[config.mk]
export PLATFORM = sky130hd
export DESIGN_NAME = microcycle_ctrl
export DESIGN_NICKNAME = d
export VERILOG_FILES = /design/src/hw/cpu_types_pkg.sv /design/src/hw/microcycle_ctrl.sv
export SDC_FILE = /design/constraint.sdc
export NUM_CORES = 1
export LEC_CHECK = 0
export BUFFER_PORTS_ARGS = -buffer_cell sky130_fd_sc_hd__buf_2
export CORE_AREA = 4 4 41 43
export DETAILED_ROUTE_END_ITERATION = 6
export DIE_AREA = 0 0 45 47
export PLACE_DENSITY = 0.4
export SYNTH_ARGS = -nofsm -noshare
export SYNTH_HDL_FRONTEND = slang
export SYNTH_SLANG_ARGS = --single-unit
[constraint.sdc]
create_clock -name clk -period 1.2 [get_ports clk]
set_clock_uncertainty 0.2 [all_clocks]
set_input_delay 0.06 -clock clk [delete_from_list [all_inputs] [get_ports clk]]
set_output_delay 0.06 -clock clk [all_outputs]
set_load 0.02 [all_outputs]
[src/hw/cpu_types_pkg.sv]
`default_nettype none

package cpu_types_pkg;

  // ---------------------------------------------------------------------------
  // Bus locations for one nibble transfer
  // ---------------------------------------------------------------------------
  typedef enum logic [4:0] {
    REG_A,
    REG_B,
    REG_TEMPA,
    REG_TEMPB,
    REG_XL,
    REG_XH,
    REG_XP,
    REG_YL,
    REG_YH,
    REG_YP,
    REG_SPL,
    REG_SPH,
    // Sources only
    REG_IMM,
    REG_ALU,
    // Data memory through a pointer or the immediate
    REG_MX,
    REG_MY,
    REG_MSP,
    REG_MN
  } reg_type;

  typedef enum logic [1:0] {
    REG_NONE,
    REG_XHL,
    REG_YHL,
    REG_SP
  } reg_inc_type;

  typedef enum logic [1:0] {
    CYCLE_NONE,
    CYCLE_REG_FETCH,
    CYCLE_REG_WRITE
  } microcode_cycle;

  function automatic logic is_mem_loc(reg_type loc);
    return loc inside {REG_MX, REG_MY, REG_MSP, REG_MN};
  endfunction

endpackage

`default_nettype wire

[src/hw/microcycle_ctrl.sv]
`default_nettype none

module microcycle_ctrl
  import cpu_types_pkg::*;
(
  input  logic           clk,
  input  logic           arst_n,
  input  logic           start,
  input  logic           src_mem,
  input  logic           dst_mem,
  input  logic           mem_done,
  output microcode_cycle cycle,
  output logic           busy,
  output logic           done
);

  logic fetch_end;
  logic write_end;

  // A phase with a memory operand waits for the bus ack
  assign fetch_end = !src_mem || mem_done;
  assign write_end = !dst_mem || mem_done;

  assign busy = (cycle != CYCLE_NONE);

  // ---------------------------------------------------------------------------
  // Transfer sequencer
  // ---------------------------------------------------------------------------
  always_ff @(posedge clk or negedge arst_n) begin
    if (!arst_n) begin
      cycle <= CYCLE_NONE;
      done  <= 1'b0;
    end else begin
      done <= 1'b0;
      case (cycle)
        CYCLE_NONE: begin
          if (start) begin
            cycle <= CYCLE_REG_FETCH;
          end
        end
        CYCLE_REG_FETCH: begin
          if (fetch_end) begin
            cycle <= CYCLE_REG_WRITE;
          end
        end
        CYCLE_REG_WRITE: begin
          if (write_end) begin
            cycle <= CYCLE_NONE;
            done  <= 1'b1;
          end
        end
        default: begin
          cycle <= CYCLE_NONE;
        end
      endcase
    end
  end

endmodule

`default_nettype wire

==> key figures <==
Power and ir drop
  – Reg power frac: 23.6%
  – Clock share of power: 29.6%
  – Pwr Density: 1940 nW/um^2
  – Combinational share of power: 46.8%
  – Leakage power: 0.168 nW
  – Sw Share: 34.5%
  – Pwr Total: 620 uW
  – Maximum vdd drop: 0.000523 V
  – Pint: 406 uW
  – Switch Pwr: 214 uW

Worst setup path
  – R2R cell count: 3
  – Crit path capture: busy
  – CP max stage cell: dfrtp_1
  – Reg2reg end: cycle[0]
  – Crit Path Category: flop to output pin
  – Crit path from: cycle[0]
  – Setup crit end kind: output pin
  – Crit path required time: 940 ps
  – Max incr delay on CP: 370 ps
  – Crit path DAT: 990 ps
  – Reg-to-reg startpoint: cycle[1]
  – R2R setup slack: 10 ps
  – Worst setup SP type: flop
  – CP Max Fanout: 2
  – Crit-path cells: or2_4 > buf_6

Synth
  – Synthesis-stage register bit count: 3
  – Proportion of netlist area held by the largest area contributor: 54.5%
  – Syn Std Cell Area: 138 sq um
  – Post-Syn Nets: 20
  – Area contributors post-synth: dfrtp_1, o32ai_1, inv_1
  – Sequential share of the synthesized area: 54.5%
  – Gate Count Post-Synth: 14
  – Number of synthesized flops with an enable pin: 0
  – Mean cell area of the mapped netlist: 9.83 sq um
  – Commonest cells post-synth: inv_1, dfrtp_1, nand2b_1, o32ai_1
  – Synth warn: 0
  – Leading area contributor after synthesis: dfrtp_1
  – Count leader, synth: inv_1
  – Prevailing post-synth register cell: dfrtp_1
  – Synth cell types: 7
  – Async set-reset flop share out of synthesis: 100%

Die
  – Die height: 47 um
  – Die area: 2120 sq um
  – IO Pins: 10
  – Rows: 13
  – Die Span X: 45 um
  – Initial Utilization: 10.6%
  – Core ar.: 1300 sq um

Cells and area
  – Area growth syn-to-layout: 132%
  – Post-Layout Cell Count: 50
  – Layout filler cell count: 150
  – Post-layout net count: 42
  – Multi-input combinational cell area: 57.6 sq um
  – Share of layout cells above drive strength 1: 45.7%
  – Ant. Diodes: 0
  – Register area: 75.1 sq um
  – Util after Layout: 24.5%

GRT
  – Global-route track usage on met3: 6.51%
  – Total gr overflow: 0
  – Vias in the first global route: 211
  – Met1 Use GR: 6.14%
  – Largest net degree at the start of global routing: 5
  – Initial antenna violation count: 0
  – Wire length of the first global-routing pass: 834 um
  – GR Util met2: 7.63%
  – Busiest layer in global routing: met2
  – GRT Util Overall: 6.32%

Place
  – Placer Congestion: 0.657
  – Placed instance count: 38
  – Port Buffers: 9

Timing
  – Final cycle utilization of the critical path: 104%
  – RSZ-0062 raised after global routing: true
  – Final Worst Setup Slack: -51.5 ps
  – Hold slack: 368 ps
  – Worst slew margin: 85.5%
  – Final hold vios: 0
  – Final setup viols: 1
  – Max-slew violation count: 0
  – Minimum clock period: 1250 ps
  – Worst-margin pin slew: 217 ps
  – Fmax: 799 MHz

Drt
  – DR vias: 171
  – DR DRC count: 0
  – Avg WL per Cell: 9.22 um
  – Routed wire length: 461 um
  – Initial drt markers: 0
  – Antenna-violating nets left: 0
  – Pre-antenna DRT Iters: 1
  – Vias per cell: 3.42

Clock tree
  – Clk pin slew, worst setup/hold paths: 40 ps
  – CTS tree: done
  – Clock latency on the worst-skew pair: 240 ps
  – TritonCTS Buffers: 3
  – Sink Count: 3
  – Max clock buf depth: 2
  – H-tree Lvls: 1
  – Clock root buffer: clkbuf_4

Run status
  – Failing checks: setup timing
  – Status: finished with violations

Hold path
  – Hold path depth: 3
  – Min-delay src: dst_mem
  – Hold WC Path Type: input pin to flop

Job
  – Max cap viols: 0
## through the flow
stage	setup TNS (ps)	instance area [sq um]	worst slack, ps
final	-51.5	319	-51.5
after global placement	0	204	144
after floorplan	0	140	29.5
after detailed placement	0	204	131
after global routing	-147	319	-79.5
after CTS	-59.6	312	-59.6
## layout by cell type (no fill, tap or decap), drive strengths merged
master,instances
nand2b,2
inv,4
a21oi,1
dfrtp,3
or2,1
buf,11
dlygate4sd3,6
o32ai,2
clkbuf,4
nor2b,1
## worst max-delay path, delay by kind of cell (launching register included)
family | cells | cell delay [ps]
flops | 1 | 370
simple gates | 1 | 260
buf+inv | 1 | 130
## what timing repair did
item                                   in CTS  in global routing
endpoints found under the hold margin       6                  0
gates resized for setup                     2                  1
hold buffers                                6                  0
buffers inserted                            2                  0
setup endpoints to repair                   1                  3
## registers in the layout, summed over array words and instances (netlist names)
register	flops
done	1
cycle	2
## cells by family (layout without fill, tap and decap cells)
family,Yosys count,in the layout,share of synthesized area [%]
compound gates,3,3,16.4
flops,3,3,54.5
buf+inv,4,25,10.9
simple gates,4,4,18.2
## worst min-delay path by stage
stage          slack (ps)       end
2_1_floorplan        -440  cycle[0]
3_3_place_gp         -340      done
3_5_place_dp         -340      done
4_1_cts               370      done
5_1_grt               380      done
6_report              370      done
## power groups by stage
| stage | logic, mW | clock network (mW) | registers [mW] |
|---|---|---|---|
| 3_5_place_dp | 0.200 | 0 | 0.157 |
| 6_report | 0.290 | 0.183 | 0.146 |
| 4_1_cts | 0.284 | 0.191 | 0.147 |
| 2_1_floorplan | 0.0919 | 0 | 0.194 |
| 5_1_grt | 0.317 | 0.199 | 0.151 |
| 3_3_place_gp | 0.201 | 0 | 0.152 |
## layer usage
layer  part of all wire (%)  up-vias
met3                     19        4
met4                    4.3        0
met1                     45       67
met2                     32       12
li1                       -       88
met5                      0        -
## layout make-up
class | instances | share of cell area (%)
clock buffer | 4 | 8.24
multi-input combinational | 7 | 18.0
inverter | 4 | 4.71
tap | 15 | 5.88
sequential | 3 | 23.5
timing repair buffer | 17 | 39.6
Power figures use the tool's default switching activity.
