==> src/hw/cpu_types_pkg.sv <==
`default_nettype none

package cpu_types_pkg;

  // ---------------------------------------------------------------------------
  // Bus locations for one nibble transfer
  // ---------------------------------------------------------------------------
  typedef enum logic [4:0] {
    REG_A,
    REG_B,
    REG_TEMPA,
    REG_TEMPB,
    REG_XL,
    REG_XH,
    REG_XP,
    REG_YL,
    REG_YH,
    REG_YP,
    REG_SPL,
    REG_SPH,
    // Sources only
    REG_IMM,
    REG_ALU,
    // Data memory through a pointer or the immediate
    REG_MX,
    REG_MY,
    REG_MSP,
    REG_MN
  } reg_type;

  typedef enum logic [1:0] {
    REG_NONE,
    REG_XHL,
    REG_YHL,
    REG_SP
  } reg_inc_type;

  typedef enum logic [1:0] {
    CYCLE_NONE,
    CYCLE_REG_FETCH,
    CYCLE_REG_WRITE
  } microcode_cycle;

  function automatic logic is_mem_loc(reg_type loc);
    return loc inside {REG_MX, REG_MY, REG_MSP, REG_MN};
  endfunction

endpackage

`default_nettype wire

==> src/hw/mem_pkg.sv <==
`default_nettype none

package mem_pkg;

  localparam int NIBBLE_W = 4;
  localparam int ADDR_W   = 12;

  // Pointer split into its three nibbles, page on top
  typedef struct packed {
    logic [NIBBLE_W-1:0] page;
    logic [NIBBLE_W-1:0] hi;
    logic [NIBBLE_W-1:0] lo;
  } addr_nib_t;

  // ---------------------------------------------------------------------------
  // One 12-bit pointer word, seen flat by the memory bus
  // and by nibble from the register side
  // ---------------------------------------------------------------------------
  typedef union packed {
    logic [ADDR_W-1:0] flat;
    addr_nib_t         nib;
  } addr_word_u;

endpackage

`default_nettype wire
==> src/hw/data_bus_if.sv <==
`default_nettype none

// Wishbone classic, single outstanding cycle
interface data_bus_if
  import mem_pkg::*;
();

  logic                cyc;
  logic                stb;
  logic                we;
  logic [ADDR_W-1:0]   adr;
  logic [NIBBLE_W-1:0] dat_w;
  logic [NIBBLE_W-1:0] dat_r;
  logic                ack;

  modport master (
    output cyc, stb, we, adr, dat_w,
    input  dat_r, ack
  );

  modport slave (
    input  cyc, stb, we, adr, dat_w,
    output dat_r, ack
  );

endinterface

`default_nettype wire

==> src/hw/cpu_regs.sv <==
`default_nettype none

module cpu_regs
  import cpu_types_pkg::*;
  import mem_pkg::*;
(
  input  logic                clk,
  input  logic                arst_n,
  input  microcode_cycle      cycle,
  input  logic                capture,
  input  reg_type             src,
  input  reg_type             dst,
  input  reg_inc_type         inc,
  input  logic [NIBBLE_W-1:0] immed,
  input  logic [NIBBLE_W-1:0] alu,
  output logic                mem_done,
  output logic [NIBBLE_W-1:0] xfer_data,
  output logic                src_mem,
  output logic                dst_mem,
  data_bus_if.master          bus
);

  reg_type             src_q;
  reg_type             dst_q;
  reg_inc_type         inc_q;
  logic [NIBBLE_W-1:0] immed_q;
  logic [NIBBLE_W-1:0] alu_q;

  logic [NIBBLE_W-1:0] a;
  logic [NIBBLE_W-1:0] b;
  logic [NIBBLE_W-1:0] temp_a;
  logic [NIBBLE_W-1:0] temp_b;
  addr_word_u          x;
  addr_word_u          y;
  logic [7:0]          sp;

  logic [NIBBLE_W-1:0] data_q;
  logic [NIBBLE_W-1:0] xfer_q;
  logic [NIBBLE_W-1:0] src_val;
  addr_word_u          x_wr;
  addr_word_u          y_wr;
  logic [7:0]          sp_wr;
  reg_type             mem_loc;
  logic                need_mem;
  logic                ack_gap;
  logic                write_fire;

  // Page stays put, only the low byte counts
  function automatic addr_word_u inc_ptr(addr_word_u p);
    addr_word_u r;
    r.flat = {p.nib.page, p.flat[7:0] + 8'd1};
    return r;
  endfunction

  assign src_mem    = is_mem_loc(src_q);
  assign dst_mem    = is_mem_loc(dst_q);
  assign mem_done   = bus.ack;
  assign write_fire = (cycle == CYCLE_REG_WRITE) && (!dst_mem || bus.ack);
  assign xfer_data  = xfer_q;

  always_comb begin
    case (src_q)
      REG_A:     src_val = a;
      REG_B:     src_val = b;
      REG_TEMPA: src_val = temp_a;
      REG_TEMPB: src_val = temp_b;
      REG_XL:    src_val = x.nib.lo;
      REG_XH:    src_val = x.nib.hi;
      REG_XP:    src_val = x.nib.page;
      REG_YL:    src_val = y.nib.lo;
      REG_YH:    src_val = y.nib.hi;
      REG_YP:    src_val = y.nib.page;
      REG_SPL:   src_val = sp[3:0];
      REG_SPH:   src_val = sp[7:4];
      REG_IMM:   src_val = immed_q;
      REG_ALU:   src_val = alu_q;
      default:   src_val = '0;
    endcase
  end

  // Pointer values after the destination write, before post-increment
  always_comb begin
    x_wr  = x;
    y_wr  = y;
    sp_wr = sp;
    case (dst_q)
      REG_XL:  x_wr.nib.lo   = data_q;
      REG_XH:  x_wr.nib.hi   = data_q;
      REG_XP:  x_wr.nib.page = data_q;
      REG_YL:  y_wr.nib.lo   = data_q;
      REG_YH:  y_wr.nib.hi   = data_q;
      REG_YP:  y_wr.nib.page = data_q;
      REG_SPL: sp_wr[3:0]    = data_q;
      REG_SPH: sp_wr[7:4]    = data_q;
      default: ;
    endcase
  end

  // ---------------------------------------------------------------------------
  // Wishbone master
  // ---------------------------------------------------------------------------
  assign mem_loc  = (cycle == CYCLE_REG_WRITE) ? dst_q : src_q;
  assign need_mem = ((cycle == CYCLE_REG_FETCH) && src_mem) ||
                    ((cycle == CYCLE_REG_WRITE) && dst_mem);

  // One idle cycle after every ack
  assign bus.cyc   = need_mem && !ack_gap;
  assign bus.stb   = need_mem && !ack_gap;
  assign bus.we    = (cycle == CYCLE_REG_WRITE);
  assign bus.dat_w = data_q;

  always_comb begin
    case (mem_loc)
      REG_MX:  bus.adr = x.flat;
      REG_MY:  bus.adr = y.flat;
      REG_MSP: bus.adr = {{(ADDR_W-8){1'b0}}, sp};
      REG_MN:  bus.adr = {{(ADDR_W-NIBBLE_W){1'b0}}, immed_q};
      default: bus.adr = '0;
    endcase
  end

  // ---------------------------------------------------------------------------
  // Capture, fetch latch and destination write
  // ---------------------------------------------------------------------------
  always_ff @(posedge clk or negedge arst_n) begin
    if (!arst_n) begin
      src_q   <= REG_A;
      dst_q   <= REG_A;
      inc_q   <= REG_NONE;
      immed_q <= '0;
      alu_q   <= '0;
      a       <= '0;
      b       <= '0;
      temp_a  <= '0;
      temp_b  <= '0;
      x       <= '0;
      y       <= '0;
      sp      <= '0;
      data_q  <= '0;
      xfer_q  <= '0;
      ack_gap <= 1'b0;
    end else begin
      ack_gap <= bus.ack;
      if (capture) begin
        src_q   <= src;
        dst_q   <= dst;
        inc_q   <= inc;
        immed_q <= immed;
        alu_q   <= alu;
      end
      if (cycle == CYCLE_REG_FETCH) begin
        data_q <= src_mem ? bus.dat_r : src_val;
      end
      if (write_fire) begin
        xfer_q <= data_q;
        case (dst_q)
          REG_A:     a      <= data_q;
          REG_B:     b      <= data_q;
          REG_TEMPA: temp_a <= data_q;
          REG_TEMPB: temp_b <= data_q;
          default: ;
        endcase
        x  <= (inc_q == REG_XHL) ? inc_ptr(x_wr) : x_wr;
        y  <= (inc_q == REG_YHL) ? inc_ptr(y_wr) : y_wr;
        sp <= (inc_q == REG_SP) ? sp_wr + 8'd1 : sp_wr;
      end
    end
  end

endmodule

`default_nettype wire

==> src/flat_wrapper.sv <==
// flat-port wrapper written by rule: the top's interface ports become plain ports
module cpu_regs_flat import cpu_types_pkg::*; import mem_pkg::*;
  (clk, arst_n, cycle, capture, src, dst, inc, immed, alu, mem_done, xfer_data, src_mem, dst_mem, bus_cyc, bus_stb, bus_we, bus_adr, bus_dat_w, bus_dat_r, bus_ack);
  data_bus_if bus_i ();
  input  logic clk;
  input  logic arst_n;
  input  microcode_cycle cycle;
  input  logic capture;
  input  reg_type src;
  input  reg_type dst;
  input  reg_inc_type inc;
  input  logic [NIBBLE_W-1:0] immed;
  input  logic [NIBBLE_W-1:0] alu;
  output logic mem_done;
  output logic [NIBBLE_W-1:0] xfer_data;
  output logic src_mem;
  output logic dst_mem;
  output wire logic [$bits(bus_i.cyc)-1:0] bus_cyc;
  output wire logic [$bits(bus_i.stb)-1:0] bus_stb;
  output wire logic [$bits(bus_i.we)-1:0] bus_we;
  output wire logic [$bits(bus_i.adr)-1:0] bus_adr;
  output wire logic [$bits(bus_i.dat_w)-1:0] bus_dat_w;
  input wire logic [$bits(bus_i.dat_r)-1:0] bus_dat_r;
  input wire logic [$bits(bus_i.ack)-1:0] bus_ack;
  assign bus_cyc = bus_i.cyc;
  assign bus_stb = bus_i.stb;
  assign bus_we = bus_i.we;
  assign bus_adr = bus_i.adr;
  assign bus_dat_w = bus_i.dat_w;
  assign bus_i.dat_r = bus_dat_r;
  assign bus_i.ack = bus_ack;
  cpu_regs u_core (.clk(clk), .arst_n(arst_n), .cycle(cycle), .capture(capture), .src(src), .dst(dst), .inc(inc), .immed(immed), .alu(alu), .mem_done(mem_done), .xfer_data(xfer_data), .src_mem(src_mem), .dst_mem(dst_mem), .bus(bus_i));
endmodule
==> config.mk <==
export PLATFORM = sky130hd
export DESIGN_NAME = cpu_regs_flat
export DESIGN_NICKNAME = d
export VERILOG_FILES = /design/src/hw/cpu_types_pkg.sv /design/src/hw/mem_pkg.sv /design/src/hw/data_bus_if.sv /design/src/hw/cpu_regs.sv /design/src/flat_wrapper.sv
export SDC_FILE = /design/constraint.sdc
export NUM_CORES = 1
export LEC_CHECK = 0
export ABC_AREA = 0
export BUFFER_PORTS_ARGS = -buffer_cell sky130_fd_sc_hd__buf_4
export CAP_MARGIN = 20
export CORE_ASPECT_RATIO = 0.5
export CORE_MARGIN = 2
export CORE_UTILIZATION = 54
export CTS_CLUSTER_DIAMETER = 120
export CTS_CLUSTER_SIZE = 40
export DETAILED_ROUTE_END_ITERATION = 6
export GPL_TIMING_DRIVEN = 0
export MAX_ROUTING_LAYER = met4
export PLACE_DENSITY = 0.77
export SLEW_MARGIN = 20
export SYNTH_ARGS = -nofsm -noshare
export SYNTH_HDL_FRONTEND = slang
export SYNTH_SLANG_ARGS = --single-unit
==> constraint.sdc <==
create_clock -name clk -period 2.4 [get_ports clk]
set_input_delay 0.24 -clock clk [delete_from_list [all_inputs] [get_ports clk]]
set_output_delay 0.24 -clock clk [all_outputs]
set_load 0.02 [all_outputs]
==> metrics.md <==
| Metric | Value |
|---|---|
| Top cells by area, synth | dfrtp_1, mux2_2, nand2_1 |
| Pwr dens | 774 nW/um^2 |
| DRC viols | 0 |
| TritonCTS Buffers | 9 |
| First-pass GRT wire length | 25,800 microns |
| RSZ-0062 raised after global routing | true |
| Fin. Hold Viols | 0 |
| Iter 0 DRT Violations | 497 |
| Initial Util | 55.2% |
| IO Port Bufs | 55 |
| Avg Cell Area, Syn | 8.97 sq um |
| Share of the synthesized area in the top cell type | 37.0% |
| CP endpoint kind | flip-flop |
| Final hold slack | 0.0367 ns |
| Post-synth top flop | dfrtp_1 |
| Filler instances | 742 |
| Die Ht | 73.4 microns |
| Largest net degree at the start of global routing | 78 |
| DR pass1 iterations | 7 |
| WP data required | 2.66 ns |
| Slew @ Worst Pin | 0.709 ns |
| Final Skew | 0.00442 ns |
| Antenna diodes | 0 |
| Non-filler cells, final | 796 |
| Clock root buffer | clkbuf_16 |
| Total GRT Usage | 34.0% |
| Wirelength per Cell | 20.9 microns |
| Reg clk slew, reported paths | 0.06 ns |
| Fin nets | 689 |
| Crit share post-route | 97.4% |
| Mapped Cells | 580 |
| Kind of critical path | flip-flop to flip-flop |
| Mapped Nets | 613 |
| Drt via density | 6.27 |
| Outcome | completed |
| Startpoint types | flip-flop |
| Vias | 4,992 |
| H-tree levels | 3 |
| Initial antenna violation count | 0 |
| Final setup vio count | 0 |
| Core Area | 9420 sq um |
| Rows | 25 |
| Final wirelength | 16,700 microns |
| Clk_lat worst skew | 0.34 ns |
| Post-DP HPWL | 11,800 microns |
| CTS Sinks | 77 |
| Final min period | 2.34 ns |
| #FFs+latches synth | 77 |
| Commonest cells in the synthesized netlist | nand2_1, dfrtp_1, mux2_2 |
| Ports | 56 |
| CP Max Fanout | 10 |
| Clock Tree Buf Depth | 2 |
| Slew Limit Fails | 0 |
| Worst VDD drop | 0.000473 V |
| Die area | 10,500 sq um |
| GP Congestion | 0.967 |
| Yosys warns | 0 |
| Number of synthesized flops with an enable pin | 0 |
| Count leader, synth | nand2_1 |
| Slew HR | 52.8% |
| Layout cells sized above 1 | 31.9% |
| Die W | 143 microns |
| Area of the multi-input gates | 3210 sq um |
| Seq/Total Area, Yosys | 37.0% |
| Reg area | 1930 sq um |
| Dpl cells | 770 |
| Max-cap violations | 0 |
| Synth cell types | 64 |
| CTS tree | built |
| Total grt overflow | 0 |
| Synth async-reset ratio | 100% |
| Path type of the worst min-delay path | input port to flip-flop |
| Synth area leader | dfrtp_1 |
| P_leak | 2.81 nW |
| WP data arrival | 2.60 ns |
| Mapped cell area | 5200 sq um |
| Routed Antenna Nets | 0 |
| Vias in the first global route | 4,698 |
| FMAX | 0.428 GHz |
| Area delta synth->final | 23.7% |
critical path, cell delays in order (launching register included):
cell	delay [ns]
dfrtp_2	0.49
nor2b_2	0.19
buf_6	0.15
nand2_8	0.09
mux2_2	0.36
ha_2	0.21
and2_4	0.16
nand4b_4	0.10
mux2_4	0.31
a211oi_2	0.19
layout by cell type (no fill, tap or decap), types with 5 or more instances in the layout:
master	synthesis	layout
a211oi_1	8	7
buf_2	12	6
clkbuf_4	0	5
nor3_1	15	15
nor2_1	39	35
o21ai_0	28	25
o22ai_1	5	5
clkbuf_16	0	9
mux2i_1	29	29
nand2b_1	10	8
nor2b_1	11	8
o211ai_1	6	6
nand2_1	81	79
buf_4	5	75
a31oi_1	11	10
a21oi_1	30	28
a21o_1	5	5
clkbuf_1	22	12
nand3_1	14	13
o21a_1	7	6
dfrtp_1	77	73
mux2_2	52	51
nand4_1	7	7
a22oi_1	10	9
or3_1	5	5
o21ai_1	12	11
kinds of logic (layout without fill, tap and decap cells):
logic type / Yosys count / after routing / share of synthesized area (%)
xor+xnor: 5 / 5 / 0.842
mux: 84 / 84 / 17.6
buf+inv: 50 / 131 / 4.40
fa+ha+maj: 3 / 3 / 0.722
flops: 77 / 77 / 37.0
compound gates: 153 / 153 / 19.3
simple gates: 208 / 208 / 20.2
repair_timing:
item | in CTS | in global routing
gates cloned | 0 | 0
hold buffers | 0 | 1
pin swaps | 4 | 8
buffers inserted | 6 | 10
endpoints found under the hold margin | 0 | 5
resized for setup | 26 | 44
endpoints found under the setup margin | 22 | 41
stage by stage:
step	util (%)	worst slack, ns	setup TNS, ns	power (W)	area [sq um]
floorplan	-	0.0477	0	0.00268	5200
global placement	61.4	-0.310	-1.59	0.00319	5780
detailed placement	61.4	-0.362	-2.09	0.00323	5780
CTS	66.2	0.000739	0	0.00485	6230
global route	68.3	-0.0312	-0.0473	0.00517	6430
finish	68.3	0.0633	0	0.00498	6430
path summary, 6_finish.rpt:
path,start,to,slack [ns],cells past startpoint
max,u_core.dst_q[2]$_DFFE_PN0P_,u_core.x[6]$_DFFE_PN0P_,0.06,9
min,bus_ack,u_core.ack_gap$_DFF_PN0_,0.04,1
max reg2reg,u_core.dst_q[2]$_DFFE_PN0P_,u_core.x[6]$_DFFE_PN0P_,0.06,9
min reg2reg,u_core.xfer_data[1]$_DFFE_PN0P_,u_core.xfer_data[1]$_DFFE_PN0P_,0.47,2
max in group asynchronous,arst_n,u_core.dst_q[2]$_DFFE_PN0P_,1.38,2
min in group asynchronous,arst_n,u_core.alu_q[0]$_DFFE_PN0P_,0.50,2
cell type report:
class / instances / share of cell area [%]
Sequential cell: 77 / 30.0
Clock inverter: 6 / 1.73
Clock buffer: 10 / 3.56
Tap cell: 135 / 2.62
Multi-Input combinational cell: 453 / 49.9
Timing Repair Buffer: 72 / 8.50
Inverter: 6 / 0.408
Buffer: 37 / 3.29
where the power goes:
part           total, W  internal (W)  switching (W)
Combinational   0.00143      0.000615       0.000812
Sequential      0.00197       0.00153       0.000446
Clock           0.00158       0.00102       0.000563
Total           0.00498       0.00316        0.00182
registers in the layout (all words and copies together), names as in the netlist:
register and cells:
u_core.a 4, u_core.temp_a 4, u_core.y 12, u_core.xfer_data 4, u_core.dst_q 5, u_core.temp_b 4, u_core.alu_q 4, u_core.inc_q 2
u_core.sp 8, u_core.immed_q 4, u_core.b 4, u_core.bus.dat_w 4, u_core.ack_gap 1, u_core.src_q 5, u_core.x 12
metal layers:
| metal | part of all wire, % | global-route usage, % |
|---|---|---|
| met1 | 44 | 45.7 |
| met2 | 43 | 50.7 |
| met3 | 11 | 9.97 |
| met4 | 1.6 | 8.80 |
| met5 | 0 | - |
Note: power is estimated with default switching activity, not from simulation.
